### config.mk
export PLATFORM = sky130hd
export DESIGN_NAME = instruction_fetch
export DESIGN_NICKNAME = d
export VERILOG_FILES = /design/src/verilog/cpu_mem_pkg.sv /design/src/verilog/cpu_isa_pkg.sv /design/src/verilog/instruction_fetch.sv
export SDC_FILE = /design/constraint.sdc
export NUM_CORES = 1
export LEC_CHECK = 0
export BUFFER_PORTS_ARGS = -buffer_cell sky130_fd_sc_hd__buf_2
export CAP_MARGIN = 20
export CORE_MARGIN = 4
export CORE_UTILIZATION = 25
export CTS_BUF_LIST = sky130_fd_sc_hd__clkbuf_16
export DETAILED_ROUTE_END_ITERATION = 8
export GPL_TIMING_DRIVEN = 0
export PLACE_DENSITY = 0.52
export RECOVER_POWER = 50
export SLEW_MARGIN = 0
export SYNTH_ARGS = -nofsm -noshare
export SYNTH_HDL_FRONTEND = slang
export SYNTH_SLANG_ARGS = --single-unit
### constraint.sdc
create_clock -name clk -period 2.35 [get_ports clk]
set_input_delay 0 -clock clk [delete_from_list [all_inputs] [get_ports clk]]
set_output_delay 0 -clock clk [all_outputs]
set_load 0.02 [all_outputs]
### src/verilog/cpu_mem_pkg.sv
package cpu_mem_pkg;

  // one data or instruction word
  typedef logic [15:0] word_t;

  // word address into program RAM
  typedef logic [15:0] ram_addr_t;

  // register number
  typedef logic [4:0] reg_index_t;

  localparam int REG_COUNT = 32;

  // program RAM size in words
  localparam int DEFAULT_RAM_DEPTH = 256;

  // first instruction sits after the old process record area
  localparam int DEFAULT_PROGRAM_BASE = 46;

endpackage

### src/verilog/cpu_isa_pkg.sv
package cpu_isa_pkg;
  import cpu_mem_pkg::*;

  typedef enum logic [7:0] {
    OPCODE_JMP       = 8'd1,   // target = param:operand
    OPCODE_JMP_PLUS  = 8'd5,   // forward by operand instructions
    OPCODE_JMP_MINUS = 8'd6,   // backward by operand instructions
    OPCODE_NUM2REG   = 8'd16,  // reg = value
    OPCODE_REG_PLUS  = 8'd19,  // reg += value
    OPCODE_REG_MINUS = 8'd21   // reg -= value
  } opcode_t;

  typedef enum logic [1:0] {
    ERROR_NONE          = 2'd0,
    ERROR_WRONG_ADDRESS = 2'd1,
    ERROR_WRONG_REG_NUM = 2'd3
  } error_code_t;

  // parameter byte of the first instruction word
  typedef struct packed {
    logic [2:0] count;      // registers written minus one
    reg_index_t start_reg;
  } param_t;

  typedef struct packed {
    logic [7:0] opcode;     // raw byte, unknown values pass through
    param_t     param;
    word_t      operand;
    ram_addr_t  address;    // address of the first word
  } instruction_t;

  typedef struct packed {
    logic      redirect;
    ram_addr_t target;
  } exec_result_t;

  typedef struct packed {
    logic       valid;
    reg_index_t index;
    word_t      value;
  } reg_write_t;

endpackage

### src/verilog/instruction_fetch.sv
module instruction_fetch
  import cpu_mem_pkg::*;
  import cpu_isa_pkg::*;
#(
  parameter int RAM_DEPTH    = DEFAULT_RAM_DEPTH,
  parameter int PROGRAM_BASE = DEFAULT_PROGRAM_BASE
) (
  input  logic         clk,
  input  logic         reset,
  input  logic         run,
  input  word_t        read_data,
  input  logic         result_valid,
  input  exec_result_t result,
  output ram_addr_t    read_address,
  output logic         instruction_valid,
  output instruction_t instruction,
  output logic         fetch_fault
);

  typedef enum logic [1:0] {
    FETCH_ISSUE,
    FETCH_FIRST,
    FETCH_SECOND,
    FETCH_WAIT
  } fetch_state_t;

  fetch_state_t state;
  ram_addr_t    pc;
  word_t        first_word;
  logic [16:0]  pc_plus_one;    // one extra bit so the range check cannot wrap
  logic         out_of_range;

  assign pc_plus_one  = {1'b0, pc} + 17'd1;
  assign out_of_range = pc_plus_one >= 17'(RAM_DEPTH);  // second word would miss the RAM

  // first word in issue, second word while the first comes back
  assign read_address = (state == FETCH_FIRST) ? pc_plus_one[15:0] : pc;

  always_ff @(posedge clk) begin
    if (reset) begin
      state             <= FETCH_ISSUE;
      pc                <= ram_addr_t'(PROGRAM_BASE);
      instruction_valid <= 1'b0;
      fetch_fault       <= 1'b0;
    end else begin
      instruction_valid <= 1'b0;
      fetch_fault       <= 1'b0;
      case (state)
        FETCH_ISSUE: begin
          if (run && out_of_range) begin
            fetch_fault <= 1'b1;
            state       <= FETCH_WAIT;  // execute halts, no result ever comes
          end else if (run) begin
            state <= FETCH_FIRST;
          end
        end
        FETCH_FIRST: begin
          state <= FETCH_SECOND;
        end
        FETCH_SECOND: begin
          instruction_valid <= 1'b1;
          state             <= FETCH_WAIT;
        end
        FETCH_WAIT: begin
          if (result_valid) begin
            pc    <= result.redirect ? result.target : pc + 16'd2;
            state <= FETCH_ISSUE;
          end
        end
        default: begin
          state <= FETCH_ISSUE;
        end
      endcase
    end
  end

  always_ff @(posedge clk) begin
    if (state == FETCH_FIRST) begin
      first_word <= read_data;
    end
    if (state == FETCH_SECOND) begin
      instruction.opcode  <= first_word[15:8];
      instruction.param   <= first_word[7:0];
      instruction.operand <= read_data;
      instruction.address <= pc;
    end
  end

endmodule

==> Yosys cells after proc, flatten, opt, wreduce, memory -nomap -nowiden <==
Index checks and enable logic that the tools add are counted.
{ "word_totals": {"regBits": 84, "output_inout_bits": 66, "word_cells": 32} }
{ "classes": {"addsub": 2, "magnitude_cmp": 1, "eq_ne": 5, "muxes": 8, "n_bitwise": 1, "reduce_logical": 5} }
{ "ops": {"columns": ["cell", "count"], "rows": [
  ["two-way mux 16 bit", 2],
  ["adder 16 x 1 -> 17 bit (second input constant)", 1],
  [">= comparator 17 x 9 -> 1 bit (second input constant)", 1],
  ["adder 16 x 2 -> 16 bit (second input constant)", 1],
  ["case mux 2 bit (4 select lines)", 1],
  ["two-way mux 2 bit", 3],
  ["== test 2 bit (second input constant)", 2],
  ["AND reduction 2 bit", 2],
  ["!= test 3 bit (second input constant)", 1],
  ["== test 2 x 1 -> 1 bit (second input constant)", 1],
  ["zero test 2 bit", 1],
  ["two-way mux 1 bit", 2],
  ["!= test 2 bit (second input constant)", 1],
  ["OR reduction 2 bit", 1],
  ["logical AND 1 bit", 1],
  ["NOT 1 bit", 1]
]} }

==> Longest topological paths before layout <==
{ "logic_depth": {"word_depth": 5, "mapped_depth": 7} }

==> Worst setup path after synthesis <==
No wires, ideal clock.
{ "synth_timing": {"path_kind": "register to output", "start": "reg state[1]", "end": "out read_address[9]", "arrival_ns": 2.169, "required_time_ns": 2.350, "slack_ns": 0.181, "path_stages_with_launch": 8, "n_path_buf": 1, "cell_sequence": "dfxtp_1 inv_1 ha_1 clkbuf_1 inv_1 nor3_1 nand3_1 xnor2_1"} }
{ "synth_between": {"elab_chain_len": 2} }
{ "synth_rtl": {"columns": ["element", "line", "rtl"], "rows": [
  ["start: declaration", "instruction_fetch.sv:27", "fetch_state_t state;"],
  ["start signal: assignment", "instruction_fetch.sv:41", "state <= FETCH_ISSUE;"],
  ["start signal: assignment", "instruction_fetch.sv:52", "state <= FETCH_WAIT;"],
  ["start signal: assignment", "instruction_fetch.sv:54", "state <= FETCH_FIRST;"],
  ["== test 2 x 1 -> 1 bit", "instruction_fetch.sv:37", "assign read_address = (state == FETCH_FIRST) ? pc_plus_one[15:0] : pc;"],
  ["two-way mux 16 bit", "instruction_fetch.sv:37", null],
  ["end: declaration", "instruction_fetch.sv:14", "output ram_addr_t read_address,"]
]} }
Every way passes these cells.

==> Worst setup path after layout <==
{ "layout_timing": {"start": "reg pc[8]", "end": "reg state[1]"} }
{ "layout_between": {"elab_chain_len": 5} }
{ "layout_rtl": {"columns": ["element", "line", "rtl"], "rows": [
  ["start: declaration", "instruction_fetch.sv:28", "ram_addr_t pc;"],
  ["start signal: assignment", "instruction_fetch.sv:42", "pc <= ram_addr_t'(PROGRAM_BASE);"],
  ["start signal: assignment", "instruction_fetch.sv:66", "pc <= result.redirect ? result.target : pc + 16'd2;"],
  ["adder 16 x 1 -> 17 bit *", "instruction_fetch.sv:33", "assign pc_plus_one = {1'b0, pc} + 17'd1;"],
  [">= comparator 17 x 9 -> 1 bit *", "instruction_fetch.sv:34", "assign out_of_range = pc_plus_one >= 17'(RAM_DEPTH);"],
  ["logical AND 1 bit *", "instruction_fetch.sv:50", "if (run && out_of_range) begin"],
  ["two-way mux 2 bit / != test 3 bit (equally long branches)", null, null],
  ["case mux 2 bit (4 select lines) / AND reduction 2 bit (equally long branches)", null, null]
]} }
Mark *: on every way between the ends. The rest lies on a longest branch, timed or not.
A chain may end at the register's enable or synchronous reset.

==> impl_metrics.csv <==
group,metric,value,unit
critical_path,crit_arrival,2.51,ns
route,drtIter0Drc,254,
placement,dpl-instance-area,4360,um2
placement,post-place-cells,577,
timing,finalSetupViolCount,0,
run_status,status,"finished clean",
die,initial_core_util,25.8,%
global_routing,grt_max_degree,36,
timing,timing.fmax,434,MHz
finish,multi_input_area,1190,um2
synth,yosys.area_share.xor_xnor,4.61,%
critical_path,r2r_start,"pc[8]",
die,io_pins,103,
min_path,holdCritStartpoint,"result[12]",
synth,postSynthCellCount,295,
critical_path,path_class,"reg -> reg",
clock_network,clkSinkCount,84,
timing,tightest_slew,0.551,ns
synth,synth_mux_area_share,0.901,%
clock_network,cts.clk_slew.worst_paths,0.07,ns
global_routing,grt_pass1_vias,2701,
finish,layout_common_cells,"clkbuf_1, edfxtp_1, buf_2, nor2_1, dlygate4sd3_1",
synth,async_flop_share,0,%
timing,hold_viol_final,0,
die,rows,43,
die,die_h,128,um
synth,yosys.area_share.adder,2.77,%
clock_network,insertion_delay,0.34,ns
synth,yosys.cell_types.count,51,
synth,syn_area,3610,um2
synth,avgSynthCellArea,12.2,um2
synth,synth_enable_flop_cells,64,
critical_path,start_kind,"register",
route,routed_wl,9400,um
finish,nets,472,
route,vias_per_cell,4.48,
timing,rsz0062_at_grt,"yes",
placement,hpwl,6950,um
route,firstDrtPassIters,4,
flow_run,maxCapViolCount,0,
finish,syn_to_final_growth,34.2,%
critical_path,cp_max_fo,10,
timing,maxSlewViolCount,0,
timing,min_period,2.31,ns
synth,ys.flop_type,"edfxtp_1",
finish,seq_area,2330,um2
synth,synth_top_family_by_area,"simple AND/OR/NAND/NOR gates",
synth,yosysTopAreaCell,"edfxtp_1",
global_routing,grt_overflow,0,
clock_network,root_buffer,"clkbuf_16",
critical_path,cp-startpoint,"pc[8]",
synth,yosys-top-cells-area,"edfxtp_1, dfxtp_1, nor2_1",
synth,synthSimpleGateAreaFrac,14.2,%
timing,finClkSkew,0.00668,ns
placement,portBuffers,101,
route,dr_total_vias,2742,
route,drtAntennaViolNets,0,
critical_path,end_kind,"register",
global_routing,grtUsageTotal,11.5,%
global_routing,antenna_found_initial,0,
clock_network,cts_buffer_depth,2,
synth,ys_ff_latch,84,
finish,drive_gt1_share,21.5,%
synth,synth-compound-area-share,9.39,%
pwr,peakVddDrop,348,uV
die,die_x,128,um
placement,gp_congestion,0.882,
route,wire_per_inst,15.4,um
finish,post_layout_nonfiller_instances,612,
finish,fin_util,34.6,%
min_path,hp-class,"in -> reg",
clock_network,cts_made_buffers,9,
finish,fin_area,4840,um2
die,fp.coreArea,14000,um2
synth,ys_warn_count,0,
timing,period_share,98.1,%
global_routing,grt_pass1_wl,14500,um
pwr,leakage,1.70,nW
synth,yosysTopAreaCellShare,53.2,%
die,die_area,16400,um2
timing,relSlewSlack,63.2,%
synth,synth-seq-area-share,64.3,%
synth,syn-num-nets,340,
critical_path,cp.required,2.56,ns
finish,diodes,0,
clock_network,cts-htree-levels,3,
pwr,p_per_area,749,nW/um2
clock_network,cts_tree,"yes",
route,drc_errors,0,
finish,n_fill_cell,1469,
synth_stat cells (2+ instances only):
| cell type | number |
|---|---|
| nand3_1 | 13 |
| mux2_2 | 2 |
| inv_1 | 10 |
| xnor2_1 | 9 |
| nand2b_1 | 2 |
| dfxtp_1 | 20 |
| nand3b_1 | 2 |
| o21ai_0 | 7 |
| buf_6 | 2 |
| nand4_1 | 3 |
| a21oi_1 | 15 |
| nor2_1 | 30 |
| nand2_1 | 17 |
| o22ai_1 | 4 |
| clkbuf_1 | 11 |
| nor3_1 | 14 |
| a211o_1 | 2 |
| a31oi_1 | 3 |
| nand3_2 | 3 |
| ha_1 | 8 |
| o21ai_1 | 2 |
| a22oi_1 | 4 |
| and3_1 | 2 |
| xor2_1 | 10 |
| buf_2 | 4 |
| edfxtp_1 | 64 |
| nor4_1 | 5 |
| a211oi_1 | 4 |
power by group:
part           internal (W)  switching [W]
Clock              0.000836       0.000597
Sequential          0.00173      0.0000323
Combinational      0.000151       0.000280
Total               0.00272       0.000909
worst paths after layout:
path | endpoint | slack (ns) | depth (start not counted)
setup / recovery | state[1] | 0.04 | 7
hold / removal | pc[12] | 0.007 | 3
setup reg to reg | state[1] | 0.04 | 7
hold reg to reg | instruction[36] | 0.42 | 0
critical path: stages (launching register included):
cell	delay [ns]
dfxtp_1	0.33
clkbuf_2	0.26
nand4_1	0.26
nor4_1	0.39
xor2_1	0.13
a2111o_1	0.33
nor4_1	0.34
o32ai_1	0.13
repair_timing:
action	4_1_cts	5_1_grt
setup buffers	0	1
pin swaps	0	1
hold buffers	19	0
resized for setup	7	3
endpoints found under the setup margin	17	3
cloned	0	0
hold endpoints to repair	35	0
final cells by class:
class,count,area share [%]
plain buffers,18,1.91
clock buffers,9,4.65
clock inverters,7,1.65
inverters,11,0.852
multi-input cells,181,24.6
flip-flops and latches,84,48.0
well taps,180,4.65
repair buffers,122,13.6
flip-flops by register name (all words and copies together) (netlist names):
| register | count |
|---|---|
| fetch_fault | 1 |
| first_word | 16 |
| instruction | 48 |
| instruction_valid | 1 |
| pc | 16 |
| state | 2 |
per-layer routing:
layer	global-route usage, %	vias to the layer above	share of wire, %
met1	15.3	1279	45
met4	4.06	0	1.4
li1	-	1347	-
met5	0	-	0
met2	18.0	104	45
met3	3.21	12	8.1
through the flow:
step | hold slack (ns) | TNS (ns) | power, W | setup slack, ns
global placement | 0.189 | -22.22 | 0.00219 | -0.428
CTS | 0.00155 | 0 | 0.00367 | 0.0270
finish | 0.00703 | 0 | 0.00363 | 0.0439
global route | 0.00361 | -0.0364 | 0.00379 | -0.0364
floorplan | 0.0989 | 0 | 0.00204 | 0.181
detailed placement | 0.193 | -1.44 | 0.00220 | -0.400
logic make-up after synthesis:
logic type / after synthesis
AOI/OAI and AO/OA: 52
buffers and inverters: 30
xor gates and xnor gates: 19
adders and majority gates: 8
muxes: 3
DFF: 84
and+or+nand+nor: 99
(Power assumes the default switching activity.)
